### config.mk
export PLATFORM = sky130hd
export DESIGN_NAME = dispatchUnit
export DESIGN_NICKNAME = d
export VERILOG_FILES = /design/src/dispatchPkg.sv /design/src/dispatchIf.sv /design/src/dispatchStage.sv /design/src/dispatchUnit.sv /design/src/issueQueueAllocator.sv /design/src/issueQueuePayload.sv /design/src/pipelineController.sv
export VERILOG_INCLUDE_DIRS = /design/src /design/src/src
export SDC_FILE = /design/constraint.sdc
export NUM_CORES = 1
export LEC_CHECK = 0
export CAP_MARGIN = 20
export CORE_MARGIN = 3
export CORE_UTILIZATION = 65
export CTS_BUF_LIST = sky130_fd_sc_hd__clkbuf_2 sky130_fd_sc_hd__clkbuf_4 sky130_fd_sc_hd__clkbuf_8
export CTS_CLUSTER_DIAMETER = 30
export DETAILED_ROUTE_END_ITERATION = 10
export DONT_BUFFER_PORTS = 1
export GPL_ROUTABILITY_DRIVEN = 0
export GPL_TIMING_DRIVEN = 0
export HOLD_SLACK_MARGIN = 0.06
export PLACE_DENSITY = 0.79
export SYNTH_ARGS = -nofsm -noshare
export SYNTH_HDL_FRONTEND = slang
export SYNTH_HIERARCHICAL = 1
export SYNTH_SLANG_ARGS = --single-unit
### constraint.sdc
create_clock -name ctrl -period 5.8 [get_ports ctrl]
set_input_delay 0.29 -clock ctrl [delete_from_list [all_inputs] [get_ports ctrl]]
set_output_delay 0.29 -clock ctrl [all_outputs]
set_load 0.01 [all_outputs]
### src/dispatchUnit_defs.svh
//////////////////////////////////////////////////////////////////////
// Dispatch subsystem definitions
// Lane count, issue queue geometry, register widths and the
// op-type and operand-type codes
//////////////////////////////////////////////////////////////////////

`ifndef DISPATCH_UNIT_DEFS_SVH
`define DISPATCH_UNIT_DEFS_SVH

// Lanes and issue queue
`define DISPATCH_WIDTH 2
`define IQ_DEPTH 8
`define IQ_PTR_WIDTH 3

// Register and pointer widths
`define PHY_REG_WIDTH 6
`define AL_PTR_WIDTH 5
`define SUB_INFO_WIDTH 16

// Op-type codes
`define MOP_INT 2'd0
`define MOP_BR 2'd1
`define MOP_MEM 2'd2

// Operand types
`define OOT_REG 1'b1
`define OOT_IMM 1'b0

`endif

### src/dispatchPkg.sv
//////////////////////////////////////////////////////////////////////
// Dispatch types
// Vector types, controller states, the renamed op and the
// issue-queue payload entry with its sub-info layouts
//////////////////////////////////////////////////////////////////////

`include "dispatchUnit_defs.svh"

package dispatchPkg;

    typedef logic [`IQ_PTR_WIDTH-1:0] IssueQueuePtr;
    typedef logic [`PHY_REG_WIDTH-1:0] PhyRegNum;
    typedef logic [`AL_PTR_WIDTH-1:0] ActiveListPtr;
    typedef logic [31:0] Pc;
    typedef logic [1:0] MopType;

    // Flush recovery takes one extra cycle
    typedef enum logic {
        RUN,
        RECOVER
    } FlushState;

    // Op as it leaves rename
    typedef struct packed {
        logic valid;
        MopType mopType;
        logic operandTypeA;
        logic operandTypeB;
        PhyRegNum phySrcRegNumA;
        PhyRegNum phySrcRegNumB;
        logic writeReg;
        PhyRegNum phyDstRegNum;
        ActiveListPtr activeListPtr;
        Pc pc;
        logic [11:0] imm;
        logic [3:0] code;
        logic bPred;
    } RenamedOp;

    // Sub-info layouts, all SUB_INFO_WIDTH wide
    typedef struct packed {
        logic [3:0] aluCode;
        logic [11:0] imm;
    } IntSubInfo;

    typedef struct packed {
        logic [11:0] brDisp;
        logic bPred;
        logic [2:0] padding;
    } BrSubInfo;

    typedef struct packed {
        logic isStore;
        logic [1:0] accessSize;
        logic [11:0] offset;
        logic padding;
    } MemSubInfo;

    typedef struct packed {
        MopType mopType;
        logic srcRegValidA;
        logic srcRegValidB;
        PhyRegNum phySrcRegNumA;
        PhyRegNum phySrcRegNumB;
        logic writeReg;
        PhyRegNum phyDstRegNum;
        ActiveListPtr activeListPtr;
        Pc pc;
        logic [`SUB_INFO_WIDTH-1:0] subInfo;
    } IssueQueueEntry;

endpackage

### src/dispatchIf.sv
//////////////////////////////////////////////////////////////////////
// Payload write bus
// Per-lane write strobe, pointer and entry from dispatch to the RAM
//////////////////////////////////////////////////////////////////////

`timescale 1ns/1ps

`include "dispatchUnit_defs.svh"

interface dispatchIf;
    import dispatchPkg::*;

    logic write [`DISPATCH_WIDTH];
    IssueQueuePtr writePtr [`DISPATCH_WIDTH];
    IssueQueueEntry writeData [`DISPATCH_WIDTH];

    modport Stage (
        output write,
        output writePtr,
        output writeData
    );

    modport Ram (
        input write,
        input writePtr,
        input writeData
    );

endinterface

### src/dispatchStage.sv
//////////////////////////////////////////////////////////////////////
// Dispatch stage
// Pipeline register per lane and formatting of issue-queue
// payload entries, including the op-type dependent sub-info
//////////////////////////////////////////////////////////////////////

`timescale 1ns/1ps

`include "dispatchUnit_defs.svh"

module dispatchStage (
    input logic ctrl,
    input logic rstN,
    input logic stall,
    input logic clear,
    input dispatchPkg::RenamedOp inOp [`DISPATCH_WIDTH],
    input dispatchPkg::IssueQueuePtr allocPtr [`DISPATCH_WIDTH],
    dispatchIf.Stage payload,
    output logic dispatchValid [`DISPATCH_WIDTH],
    output dispatchPkg::IssueQueuePtr dispatchPtr [`DISPATCH_WIDTH]
);
    import dispatchPkg::*;

    RenamedOp opReg [`DISPATCH_WIDTH];
    IssueQueuePtr ptrReg [`DISPATCH_WIDTH];
    logic validReg [`DISPATCH_WIDTH];

    IntSubInfo intSub [`DISPATCH_WIDTH];
    BrSubInfo brSub [`DISPATCH_WIDTH];
    MemSubInfo memSub [`DISPATCH_WIDTH];
    IssueQueueEntry entry [`DISPATCH_WIDTH];
    logic update [`DISPATCH_WIDTH];

    // Pipeline register valids
    always_ff @(posedge ctrl) begin
        for (int i = 0; i < `DISPATCH_WIDTH; i++) begin
            if (!rstN || clear) begin
                validReg[i] <= 1'b0;
            end else if (!stall) begin
                validReg[i] <= inOp[i].valid;
            end
        end
    end

    // Op and its allocated pointer
    always_ff @(posedge ctrl) begin
        if (!stall) begin
            opReg <= inOp;
            ptrReg <= allocPtr;
        end
    end

    always_comb begin
        for (int i = 0; i < `DISPATCH_WIDTH; i++) begin
            update[i] = validReg[i] && !stall && !clear;

            intSub[i].aluCode = opReg[i].code;
            intSub[i].imm = opReg[i].imm;

            brSub[i].brDisp = opReg[i].imm;
            brSub[i].bPred = opReg[i].bPred;
            brSub[i].padding = '0;

            // Code field of a memory op: bit 3 store, bits 1:0 size
            memSub[i].isStore = opReg[i].code[3];
            memSub[i].accessSize = opReg[i].code[1:0];
            memSub[i].offset = opReg[i].imm;
            memSub[i].padding = 1'b0;

            entry[i].mopType = opReg[i].mopType;
            entry[i].srcRegValidA = (opReg[i].operandTypeA == `OOT_REG);
            entry[i].srcRegValidB = (opReg[i].operandTypeB == `OOT_REG);
            entry[i].phySrcRegNumA = opReg[i].phySrcRegNumA;
            entry[i].phySrcRegNumB = opReg[i].phySrcRegNumB;
            entry[i].writeReg = opReg[i].writeReg;
            entry[i].phyDstRegNum = opReg[i].phyDstRegNum;
            entry[i].activeListPtr = opReg[i].activeListPtr;
            entry[i].pc = opReg[i].pc;

            case (opReg[i].mopType)
                `MOP_BR: entry[i].subInfo = brSub[i];
                `MOP_MEM: entry[i].subInfo = memSub[i];
                default: entry[i].subInfo = intSub[i];
            endcase

            payload.write[i] = update[i];
            payload.writePtr[i] = ptrReg[i];
            payload.writeData[i] = entry[i];
            dispatchValid[i] = update[i];
            dispatchPtr[i] = ptrReg[i];
        end
    end

    // Allocator must never hand the same slot to two lanes
    for (genvar a = 0; a < `DISPATCH_WIDTH; a++) begin : gPtrCheckA
        for (genvar b = a + 1; b < `DISPATCH_WIDTH; b++) begin : gPtrCheckB
            assert property (@(posedge ctrl) disable iff (!rstN)
                update[a] && update[b] |-> ptrReg[a] != ptrReg[b])
                else $error("two lanes written to one issue-queue slot");
        end
    end

endmodule

### src/dispatchUnit.sv
//////////////////////////////////////////////////////////////////////
// Dispatch unit
// Two renamed ops per cycle into the issue-queue payload RAM
//////////////////////////////////////////////////////////////////////

`timescale 1ns/1ps

`include "dispatchUnit_defs.svh"

module dispatchUnit (
    input logic ctrl,
    input logic rstN,
    input logic flush,
    input logic hold,
    input logic inValid [`DISPATCH_WIDTH],
    input dispatchPkg::MopType inMopType [`DISPATCH_WIDTH],
    input logic inOperandTypeA [`DISPATCH_WIDTH],
    input logic inOperandTypeB [`DISPATCH_WIDTH],
    input dispatchPkg::PhyRegNum inPhySrcA [`DISPATCH_WIDTH],
    input dispatchPkg::PhyRegNum inPhySrcB [`DISPATCH_WIDTH],
    input logic inWriteReg [`DISPATCH_WIDTH],
    input dispatchPkg::PhyRegNum inPhyDst [`DISPATCH_WIDTH],
    input dispatchPkg::ActiveListPtr inAlPtr [`DISPATCH_WIDTH],
    input dispatchPkg::Pc inPc [`DISPATCH_WIDTH],
    input logic [11:0] inImm [`DISPATCH_WIDTH],
    input logic [3:0] inCode [`DISPATCH_WIDTH],
    input logic inBPred [`DISPATCH_WIDTH],
    output logic ready,
    output logic dispatchValid [`DISPATCH_WIDTH],
    output dispatchPkg::IssueQueuePtr dispatchPtr [`DISPATCH_WIDTH],
    input dispatchPkg::IssueQueuePtr readPtr,
    output dispatchPkg::IssueQueueEntry readEntry,
    output logic readValid,
    input logic releaseEn,
    input dispatchPkg::IssueQueuePtr releasePtr
);
    import dispatchPkg::*;

    RenamedOp inOp [`DISPATCH_WIDTH];
    IssueQueuePtr allocPtr [`DISPATCH_WIDTH];
    logic [`IQ_PTR_WIDTH:0] freeCount;
    logic stall;
    logic clear;

    dispatchIf payloadBus ();

    // Gather the per-lane input fields into one op
    always_comb begin
        for (int i = 0; i < `DISPATCH_WIDTH; i++) begin
            inOp[i].valid = inValid[i];
            inOp[i].mopType = inMopType[i];
            inOp[i].operandTypeA = inOperandTypeA[i];
            inOp[i].operandTypeB = inOperandTypeB[i];
            inOp[i].phySrcRegNumA = inPhySrcA[i];
            inOp[i].phySrcRegNumB = inPhySrcB[i];
            inOp[i].writeReg = inWriteReg[i];
            inOp[i].phyDstRegNum = inPhyDst[i];
            inOp[i].activeListPtr = inAlPtr[i];
            inOp[i].pc = inPc[i];
            inOp[i].imm = inImm[i];
            inOp[i].code = inCode[i];
            inOp[i].bPred = inBPred[i];
        end
    end

    assign ready = !stall;

    pipelineController controller (
        .ctrl(ctrl), .rstN(rstN), .flush(flush), .hold(hold),
        .laneValid(inValid), .freeCount(freeCount),
        .stall(stall), .clear(clear)
    );

    issueQueueAllocator allocator (
        .ctrl(ctrl), .rstN(rstN), .stall(stall), .clear(clear),
        .laneValid(inValid), .allocPtr(allocPtr), .freeCount(freeCount),
        .releaseEn(releaseEn), .releasePtr(releasePtr)
    );

    dispatchStage stage (
        .ctrl(ctrl), .rstN(rstN), .stall(stall), .clear(clear),
        .inOp(inOp), .allocPtr(allocPtr), .payload(payloadBus.Stage),
        .dispatchValid(dispatchValid), .dispatchPtr(dispatchPtr)
    );

    issueQueuePayload payloadRam (
        .ctrl(ctrl), .rstN(rstN), .clear(clear), .payload(payloadBus.Ram),
        .readPtr(readPtr), .readEntry(readEntry), .readValid(readValid),
        .releaseEn(releaseEn), .releasePtr(releasePtr)
    );

endmodule

### src/issueQueueAllocator.sv
//////////////////////////////////////////////////////////////////////
// Issue queue allocator
// Circular free list of issue-queue pointers, two pops and one
// push per cycle
//////////////////////////////////////////////////////////////////////

`timescale 1ns/1ps

`include "dispatchUnit_defs.svh"

module issueQueueAllocator (
    input logic ctrl,
    input logic rstN,
    input logic stall,
    input logic clear,
    input logic laneValid [`DISPATCH_WIDTH],
    output dispatchPkg::IssueQueuePtr allocPtr [`DISPATCH_WIDTH],
    output logic [`IQ_PTR_WIDTH:0] freeCount,
    input logic releaseEn,
    input dispatchPkg::IssueQueuePtr releasePtr
);
    import dispatchPkg::*;

    IssueQueuePtr freeList [`IQ_DEPTH];
    IssueQueuePtr head;
    IssueQueuePtr tail;
    logic [`IQ_PTR_WIDTH:0] count;
    logic [`IQ_PTR_WIDTH:0] popCount;
    logic [`IQ_PTR_WIDTH:0] popTaken;
    logic push;

    // Lanes take pointers in order, skipping invalid lanes
    always_comb begin
        popCount = '0;
        for (int i = 0; i < `DISPATCH_WIDTH; i++) begin
            allocPtr[i] = freeList[head + popCount[`IQ_PTR_WIDTH-1:0]];
            if (laneValid[i]) begin
                popCount = popCount + 1'b1;
            end
        end
        popTaken = stall ? '0 : popCount;
        push = releaseEn && !clear;
    end

    always_ff @(posedge ctrl) begin
        if (!rstN || clear) begin
            // Back to full, pointers in ascending order
            for (int i = 0; i < `IQ_DEPTH; i++) begin
                freeList[i] <= IssueQueuePtr'(i);
            end
            head <= '0;
            tail <= '0;
            count <= (`IQ_PTR_WIDTH + 1)'(`IQ_DEPTH);
        end else begin
            head <= head + popTaken[`IQ_PTR_WIDTH-1:0];
            if (push) begin
                freeList[tail] <= releasePtr;
                tail <= tail + 1'b1;
            end
            count <= count - popTaken + (`IQ_PTR_WIDTH + 1)'(push);
        end
    end

    assign freeCount = count;

    // The controller must stall before the list runs dry
    assert property (@(posedge ctrl) disable iff (!rstN || clear) popTaken <= count)
        else $error("free list popped beyond its count");

    assert property (@(posedge ctrl) disable iff (!rstN)
        push |-> count != (`IQ_PTR_WIDTH + 1)'(`IQ_DEPTH))
        else $error("pointer released into a full free list");

endmodule

### src/issueQueuePayload.sv
//////////////////////////////////////////////////////////////////////
// Issue queue payload RAM
// Entries with valid bits, two-lane write, combinational read and
// release by pointer
//////////////////////////////////////////////////////////////////////

`timescale 1ns/1ps

`include "dispatchUnit_defs.svh"

module issueQueuePayload (
    input logic ctrl,
    input logic rstN,
    input logic clear,
    dispatchIf.Ram payload,
    input dispatchPkg::IssueQueuePtr readPtr,
    output dispatchPkg::IssueQueueEntry readEntry,
    output logic readValid,
    input logic releaseEn,
    input dispatchPkg::IssueQueuePtr releasePtr
);
    import dispatchPkg::*;

    IssueQueueEntry ram [`IQ_DEPTH];
    logic [`IQ_DEPTH-1:0] entryValid;

    always_ff @(posedge ctrl) begin
        for (int i = 0; i < `DISPATCH_WIDTH; i++) begin
            if (payload.write[i]) begin
                ram[payload.writePtr[i]] <= payload.writeData[i];
            end
        end
    end

    always_ff @(posedge ctrl) begin
        if (!rstN || clear) begin
            entryValid <= '0;
        end else begin
            for (int i = 0; i < `DISPATCH_WIDTH; i++) begin
                if (payload.write[i]) begin
                    entryValid[payload.writePtr[i]] <= 1'b1;
                end
            end
            // Slot goes back to the free list at the same edge
            if (releaseEn) begin
                entryValid[releasePtr] <= 1'b0;
            end
        end
    end

    assign readEntry = ram[readPtr];
    assign readValid = entryValid[readPtr];

    // A slot is only handed out again once it has been released
    for (genvar i = 0; i < `DISPATCH_WIDTH; i++) begin : gOverwriteCheck
        assert property (@(posedge ctrl) disable iff (!rstN)
            payload.write[i] |-> !entryValid[payload.writePtr[i]])
            else $error("write to an issue-queue entry that is still valid");
    end

endmodule

### src/pipelineController.sv
//////////////////////////////////////////////////////////////////////
// Pipeline controller
// Flush recovery FSM and stage-wide stall and clear
//////////////////////////////////////////////////////////////////////

`timescale 1ns/1ps

`include "dispatchUnit_defs.svh"

module pipelineController (
    input logic ctrl,
    input logic rstN,
    input logic flush,
    input logic hold,
    input logic laneValid [`DISPATCH_WIDTH],
    input logic [`IQ_PTR_WIDTH:0] freeCount,
    output logic stall,
    output logic clear
);
    import dispatchPkg::*;

    FlushState state;
    logic [`IQ_PTR_WIDTH:0] needCount;

    // A flush always leaves one recovery cycle behind it
    always_ff @(posedge ctrl) begin
        if (!rstN) begin
            state <= RUN;
        end else if (flush) begin
            state <= RECOVER;
        end else begin
            state <= RUN;
        end
    end

    always_comb begin
        needCount = '0;
        for (int i = 0; i < `DISPATCH_WIDTH; i++) begin
            if (laneValid[i]) begin
                needCount = needCount + 1'b1;
            end
        end
        clear = flush || (state == RECOVER);
        // Not enough free slots for this cycle's ops
        stall = hold || clear || (freeCount < needCount);
    end

    assert property (@(posedge ctrl) disable iff (!rstN) clear |-> stall)
        else $error("clear without stall");

endmodule

==> flow_summary_export.csv, run 1 <==
group,metric,value,unit
place,hpwl,56.0,mm
detailed_routing,ant_nets,0,
min_path,hold_class,"in -> reg",
worst_setup_path,path_common_cell,"buf_2",
worst_setup_path,crit_fanout,41,
grt,grt_first_pass_wirelength,143,mm
cells_and_area,fin_cells,3311,
detailed_routing,dr.pass1.iters,5,
die,die_h,249,um
worst_setup_path,cp_top_family,"simple AND/OR/NAND/NOR gates",
worst_setup_path,start_kind,"flip-flop",
clock_network,clk_latency,0.81,ns
detailed_routing,drc,0,
place,placedCellCount,2829,
timing,finClkSkew,0.0415,ns
logic_synthesis,ys.flop_type,"edfxtp_1",
worst_setup_path,crit_type,"reg -> reg",
timing,slew_violations,0,
grt,gr-total-overflow,0,
worst_setup_path,endpoint_kind,"flip-flop",
clock_network,clk_pin_slew,0.07,ns
logic_synthesis,synth_warnings,6,
timing,worstMarginPinSlew,1.27,ns
die,start_util,0.661,
detailed_routing,vias,21700,
grt,grt_max_degree,82,
logic_synthesis,synth.top_cell.area_share,0.622,
timing,rsz0062_at_grt,"no",
timing,max_freq,207,MHz
logic_synthesis,synth.distinct_cells,51,
place,post-place-ws,0.913,ns
logic_synthesis,postSynthCellCount,2053,
cells_and_area,post-route-util,0.776,
die,ios,253,
worst_setup_path,cp_slowest_stage_delay,0.68,ns
clock_network,clockRootBuffer,"clkbuf_8",
die,core-area,58000,um2
timing,tns,0,ns
flow_run,maxCapViolations,0,
detailed_routing,wl,96.1,mm
die,dieArea,62000,um2
logic_synthesis,seq_area_frac_synth,0.631,
cells_and_area,area_growth,17.4,%
logic_synthesis,synthTopCellsByArea,"edfxtp_1 62%, mux2_2 19%, mux4_2 9.0%, mux2_4 1.6%, dfxtp_1 0.99%",
grt,first_global_vias,23000,
power,peakVddDrop,0.302,mV
die,num_rows,88,
timing,layout_min_cycle_time,4.84,ns
grt,grt_use_total,0.312,
logic_synthesis,synth-edff-count,794,
timing,slew_headroom,0.155,
clock_network,htree_levels,4,
worst_setup_path,timing.critical_path.cells,"or2_1 > or3_1 > nor2_1 > and2_1 > buf_4 > buf_2 > nor4bb_1 > buf_2 > buf_2 > buf_2 > or2_4 > buf_16",
timing,setup_violations,0,
power,power_density,301,nW/um2
worst_setup_path,critPathBufInv,6,
cells_and_area,fin_area,45000,um2
clock_network,cts_max_path_buffers,3,
grt,antenna_found_initial,2,
detailed_routing,via_per_inst,6.54,
timing,fin_ws,0.962,ns
logic_synthesis,yosysTopAreaCell,"edfxtp_1",
detailed_routing,first_iter_violations,2063,
logic_synthesis,ys_async_sr_fraction,0,
place,place_area,39700,um2
cells_and_area,nets,2606,
timing,hold_viol_final,0,
detailed_routing,wl_per_cell,29.0,um
logic_synthesis,synth.avg_cell_area,18.7,um2
die,die_w,249,um
logic_synthesis,ys_ff_latch,813,
run_status,status,"finished clean",
power,p_leak,15.4,nW
cells_and_area,drive_above_1_share,0.482,
clock_network,clock_sinks,813,
logic_synthesis,syn_nets,2238,
worst_setup_path,slowest_stage,"or2_4",
timing,min_period_over_period,0.834,
worst_setup_path,cp_data_required_time,6.24,ns
clock_network,cts_buffers,156,
logic_synthesis,synth_area,38400,um2
worst_setup_path,arrival,5.27,ns
clock_network,cts_tree,"done",
place,portBuffers,0,
state kept, by name, indices dropped and copies added (netlist names):
signal,count
allocator/freeCount,4
allocator/freeList,24
allocator/head,3
allocator/tail,3
controller/state,1
payloadRam/entryValid,8
payloadRam/ram,608
stage/brSub,26
stage/dispatchPtr,6
stage/intSub,8
stage/payload.writeData,120
stage/validReg,2
worst reg2reg max path, stage by stage, from the launching register on:
cell,delay (ns)
dfxtp_1,0.29
or2_1,0.33
or3_1,0.52
nor2_1,0.22
and2_1,0.35
buf_4,0.17
buf_2,0.19
nor4bb_1,0.27
buf_2,0.29
buf_2,0.37
buf_2,0.39
or2_4,0.69
buf_16,0.37
placed cells by master, fill, tap and decap left out, drive strengths merged, types with 24 or more instances in the layout:
cell	synthesis	routed
o21ai	32	32
dlygate4sd3	0	199
clkinv	0	53
edfxtp	794	794
clkbuf	46	234
mux2	691	691
mux4	166	166
buf	93	104
inv	17	25
nand2	36	36
a22oi	24	24
cell usage after synthesis (5+ instances only):
master / number
dfxtp_1: 19
buf_6: 13
edfxtp_1: 794
nor2_1: 9
mux4_2: 154
and2_1: 17
nor4bb_1: 6
nand2b_1: 10
buf_1: 5
nor3_1: 6
nand4b_1: 7
ha_1: 16
mux2_4: 40
a22oi_1: 24
nand2_1: 36
o21ai_1: 16
o21ai_0: 6
buf_2: 63
nor2b_1: 5
inv_1: 17
clkbuf_1: 45
or3_1: 9
buf_4: 12
o21ai_2: 10
mux4_1: 12
mux2_2: 651
power by group:
| part | internal (mW) | switching, mW |
|---|---|---|
| combinational | 0.432 | 0.388 |
| sequential | 6.52 | 0.0905 |
| clock | 3.59 | 2.53 |
final timing paths:
path	cells past startpoint	slack, ns	start	to
hold reg to reg	2	0.49	payloadRam/entryValid[5]	payloadRam/entryValid[5]
setup reg to reg	12	0.96	controller/state	payloadRam/ram[1][29]
setup / recovery	12	0.96	controller/state	payloadRam/ram[1][29]
hold / removal	1	0.11	inImm[20]	stage/brSub[28]
what timing repair did:
item,CTS,global route
gates resized for setup,0,0
hold buffers,199,0
setup buffers,0,0
setup endpoints to repair,0,0
endpoints found under the hold margin,206,0
cells by family after synthesis:
kind of cell	Yosys count	synth area share
adder cells (fa/ha/maj)	18	0.00626
multiplexers	858	0.306
AND/OR/NAND/NOR	129	0.0203
flip-flops	813	0.631
XOR/XNOR	6	0.00137
AO/OA/AOI/OAI	73	0.0139
buffers and inverters	156	0.0211
per-layer routing:
metal | track usage | routed length (um) | vias to the layer above
met5 | 0 | 13 | -
met4 | 0.120 | 2930 | 2
met3 | 0.0687 | 7630 | 219
met2 | 0.525 | 48700 | 1075
met1 | 0.401 | 36800 | 11200
li1 | - | - | 9183
stage by stage:
step | power, mW | hold slack [ns]
2_1_floorplan | 7.23 | 0.389
3_3_place_gp | 7.40 | 0.389
3_5_place_dp | 7.42 | 0.389
5_1_grt | 14.0 | 0.0826
6_report | 13.6 | 0.112
4_1_cts | 13.6 | 0.0601
final cells by class:
class                           instances  area [um2]
Fill cell                            3139       13000
Tap cell                              765         957
Multi-Input combinational cell       1084       13400
Antenna cell                            1        2.50
Sequential cell                       813       24200
Clock buffer                          188        2410
Buffer                                139         744
Clock inverter                         94         982
Inverter                               17        68.8
Timing Repair Buffer                  210        2280
(Power assumes the default switching activity.)
==> run 2: changes to the inputs <==
==> constraint.sdc (replaced) <==
create_clock -name ctrl -period 4.81 [get_ports ctrl]
set_input_delay 0.2405 -clock ctrl [delete_from_list [all_inputs] [get_ports ctrl]]
set_output_delay 0.2405 -clock ctrl [all_outputs]
set_load 0.01 [all_outputs]
==> flow_summary_export.csv, run 2 (synthesized netlist as in run 1, its figures left out) <==
group,metric,value,unit
run_status,status,"finished clean",
worst_setup_path,crit_type,"reg -> reg",
worst_setup_path,path_common_cell,"buf_2",
clock_network,cts_buffers,156,
grt,grt_max_degree,82,
power,p_leak,15.9,nW
flow_run,maxCapViolations,0,
clock_network,cts_max_path_buffers,3,
detailed_routing,dr.pass1.iters,6,
worst_setup_path,timing.critical_path.cells,"or2_1 > or3_1 > nor2_1 > and2_1 > buf_4 > buf_2 > nor4bb_1 > buf_2 > buf_2 > buf_2 > or2_4 > buf_16",
timing,slew_violations,0,
die,core-area,58000,um2
place,portBuffers,0,
cells_and_area,nFillCells,2956,
detailed_routing,via_per_inst,6.56,
detailed_routing,ant_nets,0,
place,hpwl,56.0,mm
worst_setup_path,slowest_stage,"or3_1",
die,dieArea,62000,um2
clock_network,cts_tree,"done",
cells_and_area,final_common_cell,"edfxtp_1",
worst_setup_path,cp_slowest_stage_delay,0.54,ns
timing,layout_min_cycle_time,4.60,ns
cells_and_area,mostFrequentLayoutCells,"794 x edfxtp_1, 651 x mux2_2, 311 x dlygate4sd3_1, 160 x clkbuf_8, 154 x mux4_2",
grt,antenna_found_initial,2,
clock_network,clk_pin_slew,0.05,ns
timing,max_freq,218,MHz
worst_setup_path,crit_fanout,43,
cells_and_area,multi_input_area,13400,um2
grt,grt_use_total,0.327,
timing,fin_ws,0.213,ns
die,num_rows,88,
timing,tns,0,ns
timing,finClkSkew,0.0382,ns
die,ios,253,
detailed_routing,first_iter_violations,2458,
timing,hold_viol_final,0,
cells_and_area,drive_above_1_share,0.464,
grt,grt_first_pass_wirelength,150,mm
place,post-place-ws,-0.0275,ns
place,placedCellCount,2829,
cells_and_area,seq_area,24200,um2
detailed_routing,wl,101,mm
timing,worstMarginPinSlew,1.24,ns
die,die_w,249,um
timing,setup_violations,0,
cells_and_area,largest_register_ffs,608,
clock_network,htree_levels,4,
power,power.total,16.5,mW
timing,rsz0062_at_grt,"no",
worst_setup_path,endpoint_kind,"flip-flop",
clock_network,clock_sinks,813,
power,peakVddDrop,0.360,mV
grt,gr-total-overflow,0,
grt,first_global_vias,23900,
place,place_area,39700,um2
cells_and_area,fin_area,46300,um2
cells_and_area,fin_cells,3434,
detailed_routing,vias,22500,
power,power_density,356,nW/um2
die,start_util,0.661,
clock_network,clk_latency,0.81,ns
timing,min_period_over_period,0.956,
min_path,hold_class,"in -> reg",
detailed_routing,wl_per_cell,29.5,um
worst_setup_path,start_kind,"flip-flop",
die,die_h,249,um
worst_setup_path,cp_data_required_time,5.25,ns
cells_and_area,area_growth,20.7,%
worst_setup_path,arrival,5.04,ns
detailed_routing,drc,0,
cells_and_area,post-route-util,0.798,
cells_and_area,nets,2729,
timing,slew_headroom,0.173,
clock_network,clockRootBuffer,"clkbuf_8",
timing,whs,0.127,ns
## run 2: final cells by class
type,count,area share
flip-flops and latches,813,0.523
multi-input cells,1087,0.290
repair buffers,330,0.0753
clock buffers,188,0.0521
clock inverters,94,0.0212
well taps,765,0.0207
plain buffers,139,0.0161
inverters,17,0.00149
diodes,1,0.0000540
## run 2: repair_timing
action,CTS,global route
endpoints found under the setup margin,4,252
resized for setup,0,7
cloned,1,2
endpoints found under the hold margin,207,0
setup buffers,0,8
hold buffers,311,0
## run 2: path summary, 6_finish.rpt
| check | slack [ns] | from | to | cells after the start |
|---|---|---|---|---|
| setup / recovery | 0.21 | controller/state | payloadRam/ram[4][29] | 12 |
| hold / removal | 0.13 | inMopType[0] | stage/payload.writeData[74] | 1 |
| setup reg to reg | 0.21 | controller/state | payloadRam/ram[4][29] | 12 |
| hold reg to reg | 0.48 | payloadRam/entryValid[5] | payloadRam/entryValid[5] | 2 |
## run 2: critical path, delay by kind of cell, from the launching register on
family,cells,cell delay [ns]
buffers and inverters,6,1.74
AND/OR/NAND/NOR,6,2.14
flip-flops,1,0.29
## run 2: power by group
group / internal [mW] / switching (mW)
Combinational: 0.581 / 0.496
Sequential: 7.86 / 0.111
Clock: 4.33 / 3.10
## run 2: metal layers
layer / vias up / share of wire / track usage
met5: - / 0.00013 / 0
met4: 2 / 0.039 / 0.142
met3: 292 / 0.084 / 0.0730
met2: 1216 / 0.51 / 0.550
met1: 11600 / 0.37 / 0.413
li1: 9417 / - / -
